$ cat config.mk
export PLATFORM = sky130hd
export DESIGN_NAME = decodeTop
export DESIGN_NICKNAME = d
export VERILOG_FILES = /design/src/common/decodePkg.sv /design/src/rtl/decodeTop.sv /design/src/rtl/ctrlRegister.sv /design/src/decode/flowDecode.sv /design/src/decode/aluDecode.sv /design/src/rtl/instrClassify.sv
export VERILOG_INCLUDE_DIRS = /design/src /design/src/common
export SDC_FILE = /design/constraint.sdc
export NUM_CORES = 1
export LEC_CHECK = 0
export BUFFER_PORTS_ARGS = -buffer_cell sky130_fd_sc_hd__buf_2
export CAP_MARGIN = 0
export CORE_MARGIN = 2
export CORE_UTILIZATION = 40
export DETAILED_ROUTE_END_ITERATION = 10
export MAX_ROUTING_LAYER = met4
export PLACE_DENSITY_LB_ADDON = 0.08
export RECOVER_POWER = 100
export SYNTH_ARGS = -nofsm -noshare
export SYNTH_HDL_FRONTEND = slang
export SYNTH_SLANG_ARGS = --single-unit
$ cat constraint.sdc
create_clock -name clk -period 3.16 [get_ports clk]
set_input_delay 0.79 -clock clk [delete_from_list [all_inputs] [get_ports clk]]
set_output_delay 0.79 -clock clk [all_outputs]
set_load 0.005 [all_outputs]
$ cat src/common/isa_consts.svh
`ifndef ISA_CONSTS_SVH
`define ISA_CONSTS_SVH

// Word and field widths
`define INSTR_W       18
`define REG_SEL_W     4
`define DATA_W        16
`define FLAG_W        3
`define IMM_W         8
`define JUMP_ADDR_W   14

// Flag bit positions
`define FLAG_LOW      2
`define FLAG_NEG      1
`define FLAG_ZERO     0

// Top level class bits and the N-type group nibble
`define CLASS_HI      17
`define CLASS_LO      16
`define GROUP_HI      15
`define GROUP_LO      12

// Opcode fields
`define REG_OP_HI     7
`define REG_OP_LO     4
`define IMM_OP_HI     15
`define IMM_OP_LO     12
`define FLOW_OP_HI    17
`define FLOW_OP_LO    13
`define STK_OP_HI     17
`define STK_OP_LO     14
`define INCDEC_OP_HI  17
`define INCDEC_OP_LO  12

// Register fields
`define DEST_HI       11
`define DEST_LO       8
`define SRC_HI        3
`define SRC_LO        0
`define STK_REG_HI    13
`define STK_REG_LO    10

// Special registers
`define SP_REG        4'd13
`define BANK2_LO      4'd12
`define MUL_DEST1     4'd11
`define MUL_DEST2     4'd12

`endif
$ cat src/common/decodePkg.sv
package decodePkg;

	typedef enum logic [2:0] {
		normalReg,
		memRegOp,
		normalImm,
		flow14,
		stackOp,
		incDecOp,
		illegal
	} instClassE;

	// Shared by the register form [7:4] and the immediate form [15:12]
	typedef enum logic [3:0] {
		nopA     = 4'd0,
		reserved = 4'd1,
		ADD      = 4'd2,
		SUB      = 4'd3,
		AND      = 4'd4,
		OR       = 4'd5,
		XOR      = 4'd6,
		NOT      = 4'd7,
		LSH      = 4'd8,
		RSH      = 4'd9,
		ARSH     = 4'd10,
		FMUL     = 4'd11,
		MUL      = 4'd12,
		CMP      = 4'd13,
		CMPR     = 4'd14,
		MOVR     = 4'd15
	} aluOpE;

	typedef enum logic [4:0] {
		J   = 5'b01000,
		JE  = 5'b01001,
		JNE = 5'b01010,
		JL  = 5'b01011,
		JLE = 5'b01100,
		JB  = 5'b01101,
		JBE = 5'b01110
	} flowOpE;

	typedef enum logic [3:0] {
		POP       = 4'b1100,
		PUSH      = 4'b1101,
		incDecGrp = 4'b1111
	} stackOpE;

	typedef enum logic [5:0] {
		INCR = 6'b111100,
		DECR = 6'b111101
	} incDecOpE;

	typedef enum logic [2:0] {
		srcAlu,
		srcOperand,
		srcImm,
		srcMem,
		srcIncDec,
		srcNone
	} resultSrcE;

endpackage

$ cat src/rtl/decodeTop.sv
`include "isa_consts.svh"

module decodeTop (
	input  logic                  clk,
	input  logic                  rstN,
	input  logic                  inValid,
	input  logic [`INSTR_W-1:0]   instruction,
	input  logic [`FLAG_W-1:0]    flags,
	output logic                  outValid,
	output decodePkg::aluOpE      aluOp,
	output logic [`REG_SEL_W-1:0] readSel1,
	output logic [`REG_SEL_W-1:0] readSel2,
	output logic [`REG_SEL_W-1:0] destSel,
	output logic [`REG_SEL_W-1:0] destSel2,
	output logic                  writeEn1,
	output logic                  writeEn2,
	output logic [`DATA_W-1:0]    immediate,
	output logic                  useImm,
	output logic                  flagWrite,
	output logic                  memRead,
	output logic                  memWrite,
	output logic                  branchTaken,
	output logic [`DATA_W-1:0]    branchAddr,
	output decodePkg::resultSrcE  resultSrc
);
	import decodePkg::*;

	// Stage one
	logic [`INSTR_W-1:0]   stInstr;
	logic [`FLAG_W-1:0]    stFlags;
	instClassE             stClass;
	logic                  stValid;

	// ALU side
	aluOpE                 aluOpCode;
	logic [`REG_SEL_W-1:0] aluReadSel1;
	logic [`REG_SEL_W-1:0] aluReadSel2;
	logic [`REG_SEL_W-1:0] aluDestSel;
	logic [`REG_SEL_W-1:0] aluDestSel2;
	logic                  aluWriteEn1;
	logic                  aluWriteEn2;
	logic [`DATA_W-1:0]    aluImmediate;
	logic                  aluUseImm;
	logic                  aluFlagWrite;
	resultSrcE             aluResultSrc;

	// Flow side
	logic [`REG_SEL_W-1:0] flowReadSel1;
	logic [`REG_SEL_W-1:0] flowReadSel2;
	logic [`REG_SEL_W-1:0] flowDestSel;
	logic [`REG_SEL_W-1:0] flowDestSel2;
	logic                  flowWriteEn1;
	logic                  flowWriteEn2;
	logic                  flowMemRead;
	logic                  flowMemWrite;
	logic                  flowBranchTaken;
	logic [`DATA_W-1:0]    flowBranchAddr;
	resultSrcE             flowResultSrc;

	instrClassify uClassify (.*);

	aluDecode uAluDecode (
		.stInstr   (stInstr),
		.stClass   (stClass),
		.aluOp     (aluOpCode),
		.readSel1  (aluReadSel1),
		.readSel2  (aluReadSel2),
		.destSel   (aluDestSel),
		.destSel2  (aluDestSel2),
		.writeEn1  (aluWriteEn1),
		.writeEn2  (aluWriteEn2),
		.immediate (aluImmediate),
		.useImm    (aluUseImm),
		.flagWrite (aluFlagWrite),
		.resultSrc (aluResultSrc)
	);

	flowDecode uFlowDecode (
		.stInstr     (stInstr),
		.stFlags     (stFlags),
		.stClass     (stClass),
		.readSel1    (flowReadSel1),
		.readSel2    (flowReadSel2),
		.destSel     (flowDestSel),
		.destSel2    (flowDestSel2),
		.writeEn1    (flowWriteEn1),
		.writeEn2    (flowWriteEn2),
		.memRead     (flowMemRead),
		.memWrite    (flowMemWrite),
		.branchTaken (flowBranchTaken),
		.branchAddr  (flowBranchAddr),
		.resultSrc   (flowResultSrc)
	);

	// Port names match the wires above and the top outputs
	ctrlRegister uCtrlRegister (.*);

endmodule

$ cat src/rtl/ctrlRegister.sv
`include "isa_consts.svh"

module ctrlRegister (
	input  logic                  clk,
	input  logic                  rstN,
	input  logic                  stValid,
	input  decodePkg::instClassE  stClass,
	// From aluDecode
	input  decodePkg::aluOpE      aluOpCode,
	input  logic [`REG_SEL_W-1:0] aluReadSel1,
	input  logic [`REG_SEL_W-1:0] aluReadSel2,
	input  logic [`REG_SEL_W-1:0] aluDestSel,
	input  logic [`REG_SEL_W-1:0] aluDestSel2,
	input  logic                  aluWriteEn1,
	input  logic                  aluWriteEn2,
	input  logic [`DATA_W-1:0]    aluImmediate,
	input  logic                  aluUseImm,
	input  logic                  aluFlagWrite,
	input  decodePkg::resultSrcE  aluResultSrc,
	// From flowDecode
	input  logic [`REG_SEL_W-1:0] flowReadSel1,
	input  logic [`REG_SEL_W-1:0] flowReadSel2,
	input  logic [`REG_SEL_W-1:0] flowDestSel,
	input  logic [`REG_SEL_W-1:0] flowDestSel2,
	input  logic                  flowWriteEn1,
	input  logic                  flowWriteEn2,
	input  logic                  flowMemRead,
	input  logic                  flowMemWrite,
	input  logic                  flowBranchTaken,
	input  logic [`DATA_W-1:0]    flowBranchAddr,
	input  decodePkg::resultSrcE  flowResultSrc,
	// Control word
	output logic                  outValid,
	output decodePkg::aluOpE      aluOp,
	output logic [`REG_SEL_W-1:0] readSel1,
	output logic [`REG_SEL_W-1:0] readSel2,
	output logic [`REG_SEL_W-1:0] destSel,
	output logic [`REG_SEL_W-1:0] destSel2,
	output logic                  writeEn1,
	output logic                  writeEn2,
	output logic [`DATA_W-1:0]    immediate,
	output logic                  useImm,
	output logic                  flagWrite,
	output logic                  memRead,
	output logic                  memWrite,
	output logic                  branchTaken,
	output logic [`DATA_W-1:0]    branchAddr,
	output decodePkg::resultSrcE  resultSrc
);
	import decodePkg::*;

	logic aluSide;
	logic live;

	assign aluSide = (stClass == normalReg) || (stClass == memRegOp) || (stClass == normalImm);
	// Enables only pass for a valid, legal instruction
	assign live    = stValid && (stClass != illegal);

	always_ff @(posedge clk) begin
		if (!rstN) begin
			outValid    <= 1'b0;
			aluOp       <= nopA;
			readSel1    <= '0;
			readSel2    <= '0;
			destSel     <= '0;
			destSel2    <= '0;
			writeEn1    <= 1'b0;
			writeEn2    <= 1'b0;
			immediate   <= '0;
			useImm      <= 1'b0;
			flagWrite   <= 1'b0;
			memRead     <= 1'b0;
			memWrite    <= 1'b0;
			branchTaken <= 1'b0;
			branchAddr  <= '0;
			resultSrc   <= srcNone;
		end else begin
			outValid   <= stValid;
			branchAddr <= flowBranchAddr;
			if (aluSide) begin
				aluOp       <= aluOpCode;
				readSel1    <= aluReadSel1;
				readSel2    <= aluReadSel2;
				destSel     <= aluDestSel;
				destSel2    <= aluDestSel2;
				writeEn1    <= live && aluWriteEn1;
				writeEn2    <= live && aluWriteEn2;
				immediate   <= aluImmediate;
				useImm      <= live && aluUseImm;
				flagWrite   <= live && aluFlagWrite;
				memRead     <= 1'b0;
				memWrite    <= 1'b0;
				branchTaken <= 1'b0;
				resultSrc   <= aluResultSrc;
			end else begin
				aluOp       <= nopA;
				readSel1    <= flowReadSel1;
				readSel2    <= flowReadSel2;
				destSel     <= flowDestSel;
				destSel2    <= flowDestSel2;
				writeEn1    <= live && flowWriteEn1;
				writeEn2    <= live && flowWriteEn2;
				immediate   <= '0;
				useImm      <= 1'b0;
				flagWrite   <= 1'b0;
				memRead     <= live && flowMemRead;
				memWrite    <= live && flowMemWrite;
				branchTaken <= live && flowBranchTaken;
				resultSrc   <= flowResultSrc;
			end
		end
	end

endmodule

$ cat src/decode/flowDecode.sv
`include "isa_consts.svh"

module flowDecode (
	input  logic [`INSTR_W-1:0]     stInstr,
	input  logic [`FLAG_W-1:0]      stFlags,
	input  decodePkg::instClassE    stClass,
	output logic [`REG_SEL_W-1:0]   readSel1,
	output logic [`REG_SEL_W-1:0]   readSel2,
	output logic [`REG_SEL_W-1:0]   destSel,
	output logic [`REG_SEL_W-1:0]   destSel2,
	output logic                    writeEn1,
	output logic                    writeEn2,
	output logic                    memRead,
	output logic                    memWrite,
	output logic                    branchTaken,
	output logic [`DATA_W-1:0]      branchAddr,
	output decodePkg::resultSrcE    resultSrc
);
	import decodePkg::*;

	flowOpE                jumpCode;
	stackOpE               stackCode;
	incDecOpE              incDecCode;
	logic [`REG_SEL_W-1:0] stackReg;
	logic [`REG_SEL_W-1:0] incReg;
	logic                  low;
	logic                  negative;
	logic                  zero;
	logic                  condMet;
	logic                  incBank2;
	logic                  popRefused;

	assign jumpCode   = flowOpE'(stInstr[`FLOW_OP_HI:`FLOW_OP_LO]);
	assign stackCode  = stackOpE'(stInstr[`STK_OP_HI:`STK_OP_LO]);
	assign incDecCode = incDecOpE'(stInstr[`INCDEC_OP_HI:`INCDEC_OP_LO]);
	assign stackReg   = stInstr[`STK_REG_HI:`STK_REG_LO];
	assign incReg     = stInstr[`DEST_HI:`DEST_LO];

	assign low      = stFlags[`FLAG_LOW];
	assign negative = stFlags[`FLAG_NEG];
	assign zero     = stFlags[`FLAG_ZERO];

	assign incBank2   = (incReg == `BANK2_LO) || (incReg == `SP_REG);
	// Never pop into the stack pointer or its neighbour
	assign popRefused = (stackReg == `BANK2_LO) || (stackReg == `SP_REG);

	assign branchAddr = {{(`DATA_W-`JUMP_ADDR_W){1'b0}}, stInstr[`JUMP_ADDR_W-1:0]};

	////////////////////////////////////////////////////////////////////////////
	// Jump conditions
	////////////////////////////////////////////////////////////////////////////

	always_comb begin
		case (jumpCode)
			J:       condMet = 1'b1;
			JE:      condMet = zero;
			JNE:     condMet = !zero;
			JL:      condMet = negative;
			JLE:     condMet = negative || zero;
			JB:      condMet = low;
			JBE:     condMet = low || zero;
			default: condMet = 1'b0;
		endcase
	end

	////////////////////////////////////////////////////////////////////////////
	// Stack and increment decode
	////////////////////////////////////////////////////////////////////////////

	always_comb begin
		readSel1    = '0;
		readSel2    = '0;
		destSel     = '0;
		destSel2    = '0;
		writeEn1    = 1'b0;
		writeEn2    = 1'b0;
		memRead     = 1'b0;
		memWrite    = 1'b0;
		branchTaken = 1'b0;
		resultSrc   = srcNone;

		case (stClass)
			flow14: begin
				branchTaken = condMet;
			end
			stackOp: begin
				readSel1 = stackReg;
				readSel2 = `SP_REG;
				destSel  = stackReg;
				destSel2 = `SP_REG;
				if (stackCode == PUSH) begin
					memWrite  = 1'b1;
					writeEn2  = 1'b1;
					resultSrc = srcIncDec;
				end else if (stackCode == POP && !popRefused) begin
					memRead   = 1'b1;
					writeEn1  = 1'b1;
					resultSrc = srcMem;
				end
			end
			incDecOp: begin
				readSel1 = incReg;
				readSel2 = incReg;
				destSel  = incReg;
				destSel2 = incReg;
				if (incDecCode == INCR || incDecCode == DECR) begin
					writeEn1  = !incBank2;
					writeEn2  = incBank2;
					resultSrc = srcIncDec;
				end
			end
			default: ;
		endcase
	end

endmodule

$ cat src/decode/aluDecode.sv
`include "isa_consts.svh"

module aluDecode (
	input  logic [`INSTR_W-1:0]   stInstr,
	input  decodePkg::instClassE  stClass,
	output decodePkg::aluOpE      aluOp,
	output logic [`REG_SEL_W-1:0] readSel1,
	output logic [`REG_SEL_W-1:0] readSel2,
	output logic [`REG_SEL_W-1:0] destSel,
	output logic [`REG_SEL_W-1:0] destSel2,
	output logic                  writeEn1,
	output logic                  writeEn2,
	output logic [`DATA_W-1:0]    immediate,
	output logic                  useImm,
	output logic                  flagWrite,
	output decodePkg::resultSrcE  resultSrc
);
	import decodePkg::*;

	logic                  immForm;
	logic                  aluForm;
	logic                  bank2;
	logic [`REG_SEL_W-1:0] dest;
	aluOpE                 opField;

	assign immForm = (stClass == normalImm);
	assign aluForm = (stClass == normalReg) || immForm;
	assign dest    = stInstr[`DEST_HI:`DEST_LO];
	assign opField = immForm ? aluOpE'(stInstr[`IMM_OP_HI:`IMM_OP_LO])
	                         : aluOpE'(stInstr[`REG_OP_HI:`REG_OP_LO]);

	// Registers 12 and 13 sit behind the second write port
	assign bank2 = (dest == `BANK2_LO) || (dest == `SP_REG);

	always_comb begin
		aluOp     = opField;
		readSel1  = dest;
		readSel2  = immForm ? dest : stInstr[`SRC_HI:`SRC_LO];
		destSel   = dest;
		destSel2  = dest;
		writeEn1  = 1'b0;
		writeEn2  = 1'b0;
		flagWrite = 1'b0;
		resultSrc = srcNone;
		immediate = {{(`DATA_W-`IMM_W){1'b0}}, stInstr[`IMM_W-1:0]};
		useImm    = immForm;

		if (aluForm) begin
			case (opField)
				ADD, SUB, AND, OR, XOR, NOT, LSH, RSH, ARSH, FMUL: begin
					flagWrite = 1'b1;
					writeEn1  = !bank2;
					writeEn2  = bank2;
					resultSrc = srcAlu;
				end
				MUL: begin
					// Product spans 11 and 12
					destSel   = `MUL_DEST1;
					destSel2  = `MUL_DEST2;
					flagWrite = 1'b1;
					writeEn1  = 1'b1;
					writeEn2  = 1'b1;
					resultSrc = srcAlu;
				end
				CMP, CMPR: begin
					flagWrite = 1'b1;
				end
				MOVR: begin
					writeEn1  = !bank2;
					writeEn2  = bank2;
					resultSrc = srcOperand;
				end
				default: ;
			endcase
		end
	end

endmodule

$ cat src/rtl/instrClassify.sv
`include "isa_consts.svh"

module instrClassify (
	input  logic                 clk,
	input  logic                 rstN,
	input  logic                 inValid,
	input  logic [`INSTR_W-1:0]  instruction,
	input  logic [`FLAG_W-1:0]   flags,
	output logic [`INSTR_W-1:0]  stInstr,
	output logic [`FLAG_W-1:0]   stFlags,
	output decodePkg::instClassE stClass,
	output logic                 stValid
);
	import decodePkg::*;

	logic [1:0] topBits;
	logic [3:0] group;
	stackOpE    stackCode;
	instClassE  nextClass;

	assign topBits   = instruction[`CLASS_HI:`CLASS_LO];
	assign group     = instruction[`GROUP_HI:`GROUP_LO];
	assign stackCode = stackOpE'(instruction[`STK_OP_HI:`STK_OP_LO]);

	always_comb begin
		case (topBits)
			2'b00: begin
				// N-type, nibble picks register, memory or immediate form
				if (group == 4'b0000) begin
					nextClass = normalReg;
				end else if (group == 4'b0001) begin
					nextClass = memRegOp;
				end else begin
					nextClass = normalImm;
				end
			end
			2'b01,
			2'b10: begin
				nextClass = flow14;
			end
			default: begin
				case (stackCode)
					POP,
					PUSH:      nextClass = stackOp;
					incDecGrp: nextClass = incDecOp;
					default:   nextClass = illegal;
				endcase
			end
		endcase
	end

	always_ff @(posedge clk) begin
		if (!rstN) begin
			stValid <= 1'b0;
		end else begin
			stValid <= inValid;
		end
	end

	// Payload, qualified by stValid downstream
	always_ff @(posedge clk) begin
		stInstr <= instruction;
		stFlags <= flags;
		stClass <= nextClass;
	end

endmodule

### After elaboration in Yosys (flattened, before gate mapping)

Index checks and enable logic that the tools add are counted.

* flip-flop bits (word level): 88
* input port bits: 24

* eq/ne operators: 41
* muxes and demuxes: 42
* bitwise operators: 1
* reduce and logical (&&, ||, !) cells: 32

Operators with widths (count)
* 4-bit equality test (second input constant): 17
* 4-bit two-way mux: 10
* 5-bit by 4-bit equality test with 1-bit output (second input constant): 7
* 11-bit OR reduction: 2
* 3-bit case mux with 2 select lines: 3
* 4-bit by 3-bit equality test with 1-bit output (second input constant): 4
* 4-bit case mux with 2 select lines: 2
* 1-bit two-way mux: 15
* 3-bit two-way mux: 5
* 13-bit OR reduction: 1
* 6-bit equality test (second input constant): 2
* 1-bit logical AND: 11
* 4-bit by 2-bit equality test with 1-bit output (second input constant): 2
* 1-bit logical OR: 8
* 1-bit case mux with 2 select lines: 4
* 1-bit case mux with 7 select lines: 1
* 3-bit by 2-bit equality test with 1-bit output (second input constant): 2
* 3-bit equality test (second input constant): 2
* 2-bit OR reduction: 3
* 4-bit by 1-bit equality test with 1-bit output (second input constant): 1
* 4-bit zero test: 1
* 2-bit case mux with 2 select lines: 1
* 3-bit by 1-bit equality test with 1-bit output (second input constant): 1
* 1-bit zero test: 3
* other kinds (8): 8

### Depth between registers and ports, before layout

* depth in word-level cells: 9
* mapped depth: 6
* mapped depth without buffers: 6

### Cells and area by module

From an unflattened synthesis, not the netlist that was laid out.

* cells, all modules: 371
* area total of the unflattened synthesis: 3687.3 um^2

Modules (own cells, without submodules)
* ctrlRegister: instances 1, cells an instance 185, area each 2048.2 um^2, seq. area each 1261.2 um^2
* instrClassify: instances 1, cells an instance 41, area each 628.1 um^2, seq. area each 500.5 um^2
* aluDecode: instances 1, cells an instance 72, area each 549.3 um^2, seq. area each 0.0 um^2
* flowDecode: instances 1, cells an instance 73, area each 461.7 um^2, seq. area each 0.0 um^2

### Least setup slack after synthesis

Ideal clock, no wire load.

* path kind: input to register
* start: input port rstN
* end: register uCtrlRegister.writeEn1
* setup time: 0.092 ns
* data arrival time: 1.932 ns
* data required time: 3.068 ns
* path slack: 1.135 ns
* cell stages on the path: 4
* buffers on the path: 1
* cell sequence: clkbuf_1 > nand2_1 > or4_4 > o32ai_1

RTL lines
* from (decl): RTL line decodeTop.sv:5 `input logic rstN,`
* to (signal assigned): RTL line ctrlRegister.sv:86 `writeEn1 <= live && aluWriteEn1;`
* to (signal assigned): RTL line ctrlRegister.sv:101 `writeEn1 <= live && flowWriteEn1;`
* to (decl): RTL line ctrlRegister.sv:39 `output logic writeEn1,`

### Worst setup path in the final report

* start: register uClassify.stClass[1]
* end: register uCtrlRegister.writeEn1

* longest elaborated chain between the ends: 8
* elaborated cells on any way between the ends: 30
* those cells by class: eq/ne (17); mux (5); reduce/logical (8)

RTL lines
* from (decl): RTL line instrClassify.sv:11 `output decodePkg::instClassE stClass,`
* from (signal assigned): RTL line instrClassify.sv:64 `stClass <= nextClass;`
* 3-bit by 2-bit equality test with 1-bit output: RTL line ctrlRegister.sv:55, aluDecode.sv:26
* 4-bit two-way mux: RTL line aluDecode.sv:29 `` assign opField = immForm ? aluOpE'(stInstr[`IMM_OP_HI:`IMM_OP_LO]) ``
* 4-bit by 2-bit equality test with 1-bit output (tied with other cells): RTL line aluDecode.sv:49 `case (opField)`
* 11-bit OR reduction (no line)
* 1-bit case mux with 2 select lines: RTL line aluDecode.sv:49
* 1-bit two-way mux: RTL line aluDecode.sv:48 `if (aluForm) begin`
* 1-bit logical AND: RTL line ctrlRegister.sv:86
* 1-bit two-way mux *: RTL line ctrlRegister.sv:80 `if (aluSide) begin`

Mark *: on every way between the ends. The rest lies on a longest branch, timed or not.
A chain may end at the register's enable or synchronous reset.

==> impl_metrics.json <==
{
  "rsz0062_at_grt": "false",
  "path_delay_family": "simple AND/OR/NAND/NOR gates",
  "synth.area.top_cells": "dfxtp_1, a21oi_1, nand2_1",
  "slowest_stage": "or4_1",
  "placedCellCount": 449,
  "holdCritPathClass": "reg2reg",
  "drive_above_1_share": 0.163,
  "power_frac_seq": 0.525,
  "grt_usage": 0.171,
  "cts_tree": "built",
  "worst_pin_slew_ns": 0.681,
  "p_leak_nw": 1.48,
  "initial_core_util": 0.415,
  "ys_warn_count": 0,
  "async_flop_share": 0,
  "instances_no_fill": 465,
  "p_per_area_nw_per_um2": 621,
  "whs_path_depth": 1,
  "synth_area_um2": 2820,
  "grt-ovfl-total": 0,
  "cts.sinks": 78,
  "drtPass1Iterations": 4,
  "slowest_delay_ns": 0.59,
  "diodes": 0,
  "setup_viol": 0,
  "path_clk_slew_ns": 0.07,
  "nets": 390,
  "fin_crit_ns": 2.34,
  "pwr-share-comb": 0.100,
  "finalHoldViolations": 0,
  "p_clk_frac": 0.376,
  "r2r_cells": 5,
  "antenna_left": 0,
  "worstPathCellList": "clkbuf_1 > a21oi_2 > nand2_1 > or4_1 > o32ai_1",
  "synth_seq_area_share": 0.554,
  "cts_resized": 0,
  "syn2layout_area_growth_pct": 19.5,
  "ys.flop_type": "dfxtp_1",
  "max_cap_viol_count": 0,
  "ctsHoldBuffers": 0,
  "synth_cell_type_count": 51,
  "synth_seq_cells": 78,
  "p_sw_frac": 0.242,
  "place_congestion": 0.850,
  "fin_skew_ns": 0.00416,
  "vias": 2165,
  "peakVddDrop_uv": 276,
  "rows": 30,
  "post_cts_buffers": 0,
  "fin_crit_sh": 0.739,
  "arrival_ns": 2.58,
  "place_hpwl_mm": 4.44,
  "grt_pass1_wl_mm": 9.72,
  "first_global_vias": 1930,
  "die_area_um2": 7740,
  "cts_max_path_buffers": 2,
  "p_int_mw": 1.59,
  "final.setup.tns_ns": 0,
  "yosysTopAreaCellShare": 0.554,
  "avgSynthCellArea_um2": 9.56,
  "h-tree-depth": 3,
  "io_pins": 87,
  "crit_cells": 5,
  "worstSkewPairLatency_ns": 0.34,
  "slew_violations": 0,
  "grt_max_degree": 21,
  "crit_type": "reg2reg",
  "cts-root-buf": "clkbuf_8",
  "coreArea_um2": 6790,
  "cp_data_required_time_ns": 3.41,
  "die_width_um": 88.0,
  "drc": 0,
  "die_y_um": 88.0,
  "io_buffer_count": 76,
  "wirelength_mm": 6.25,
  "p_sw_uw": 507,
  "numCtsBuffers": 9,
  "cp-end-kind": "flip-flop",
  "post_drt_wl_per_cell_um": 13.4,
  "cp_num_buf_inv": 1,
  "status": "complete, no violations",
  "synthCells": 295,
  "hold_start": "uClassify.stInstr[3]",
  "drt-vias-per-instance": 4.66,
  "fmaxAchievable_mhz": 428,
  "crit_fanout": 17,
  "slew_headroom": 0.545,
  "startpoint_type": "flip-flop",
  "drtIter0Drc": 110,
  "rr_startpoint": "uClassify.stClass[1]",
  "synth_edf_count": 0,
  "synth_area_leader_cell": "dfxtp_1",
  "crit_path_start": "uClassify.stClass[1]",
  "antenna_found_initial": 0
}
==> layout by cell type, fill, tap and decap left out, types with 8 or more instances in the layout <==
cell,n
a21oi_1,21
and2_1,8
and3_1,10
buf_2,41
clkbuf_1,39
clkbuf_8,9
conb_1,10
dfxtp_1,78
inv_1,8
nand2_1,24
nor2_1,24
nor3_1,14
==> per-stage QoR <==
stage / hold slack (ns) / instance area [um2] / setup WS, ns / power [mW] / util
floorplan: 0.448 / 2850 / 1.14 / 1.26 / -
global placement: 0.486 / 3210 / 1.01 / 1.34 / 0.473
detailed placement: 0.481 / 3210 / 0.971 / 1.34 / 0.473
CTS: 0.508 / 3430 / 0.948 / 2.13 / 0.504
global route: 0.518 / 3370 / 0.566 / 2.21 / 0.496
finish: 0.500 / 3370 / 0.825 / 2.09 / 0.496
==> layout make-up <==
cell class / count / area [um2]
Clock buffer: 11 / 131
Clock inverter: 5 / 81.3
Fill cell: 676 / 3420
Inverter: 8 / 30.0
Multi-Input combinational cell: 189 / 1100
Sequential cell: 78 / 1560
Tap cell: 96 / 120
Timing Repair Buffer: 78 / 344
==> registers in the layout, summed over array words and instances, names as in the netlist, 3 cells and up <==
| name | flops |
|---|---|
| uCtrlRegister.resultSrc | 3 |
| uClassify.stClass | 3 |
| uClassify.stFlags | 3 |
| uCtrlRegister.branchAddr | 14 |
| uCtrlRegister.destSel | 4 |
| uCtrlRegister.readSel2 | 4 |
| uCtrlRegister.destSel2 | 4 |
| uCtrlRegister.aluOp | 4 |
| uCtrlRegister.immediate | 8 |
| uCtrlRegister.readSel1 | 4 |
| uClassify.stInstr | 18 |
==> path summary, 6_finish.rpt <==
| path | end | slack (ns) |
|---|---|---|
| setup / recovery | uCtrlRegister.writeEn1 | 0.82 |
| hold / removal | uCtrlRegister.branchAddr[3] | 0.50 |
| setup reg to reg | uCtrlRegister.writeEn1 | 0.82 |
| hold reg to reg | uCtrlRegister.branchAddr[3] | 0.50 |
==> cells by family after synthesis <==
logic type               count (synthesis)  synth area share
multiplexers                             4            0.0151
AND/OR/NAND/NOR                        122             0.236
flip-flops                              78             0.554
buffers and inverters                   37            0.0661
XOR/XNOR                                 2           0.00621
adder cells (fa/ha/maj)                  2           0.00887
other                                    1           0.00133
AO/OA/AOI/OAI                           49             0.113
==> power groups by stage <==
| stage | logic, mW | registers, mW | clock network (mW) |
|---|---|---|---|
| 6_report | 0.208 | 1.10 | 0.786 |
| 5_1_grt | 0.237 | 1.11 | 0.862 |
| 4_1_cts | 0.220 | 1.10 | 0.816 |
| 3_5_place_dp | 0.219 | 1.12 | 0 |
| 3_3_place_gp | 0.217 | 1.12 | 0 |
| 2_1_floorplan | 0.160 | 1.10 | 0 |
==> cells in the mapped netlist, drive strengths merged, types with 2 or more instances <==
master  number
a21o         2
a21oi       22
a221oi       2
a22oi        2
a311oi       3
and2        14
and3        10
and3b        3
buf         14
clkbuf      15
dfxtp       78
ha           2
inv          8
mux2         2
mux2i        2
nand2       24
nand2b       6
nand3        5
nand3b       4
nor2        24
nor2b        2
nor3        14
nor3b        4
nor4         2
nor4bb       2
o21a         2
o21ai        5
o32ai        2
or3b         2
xnor2        2
==> layer usage <==
layer  vias up  routed length [um]  part of all wire  track usage
li1       1123                   -                 -            -
met1       979                3130              0.50        0.225
met2        61                2730              0.44        0.247
met3         2                 356             0.057       0.0509
met4         0                  32            0.0051       0.0671
met5         -                   0                 0            -
==> worst reg2reg max path, cell delays in order (launching register included) <==
cell	delay, ns
dfxtp_1	0.48
clkbuf_1	0.28
a21oi_2	0.42
nand2_1	0.20
or4_1	0.59
o32ai_1	0.28
(Power assumes the default switching activity.)
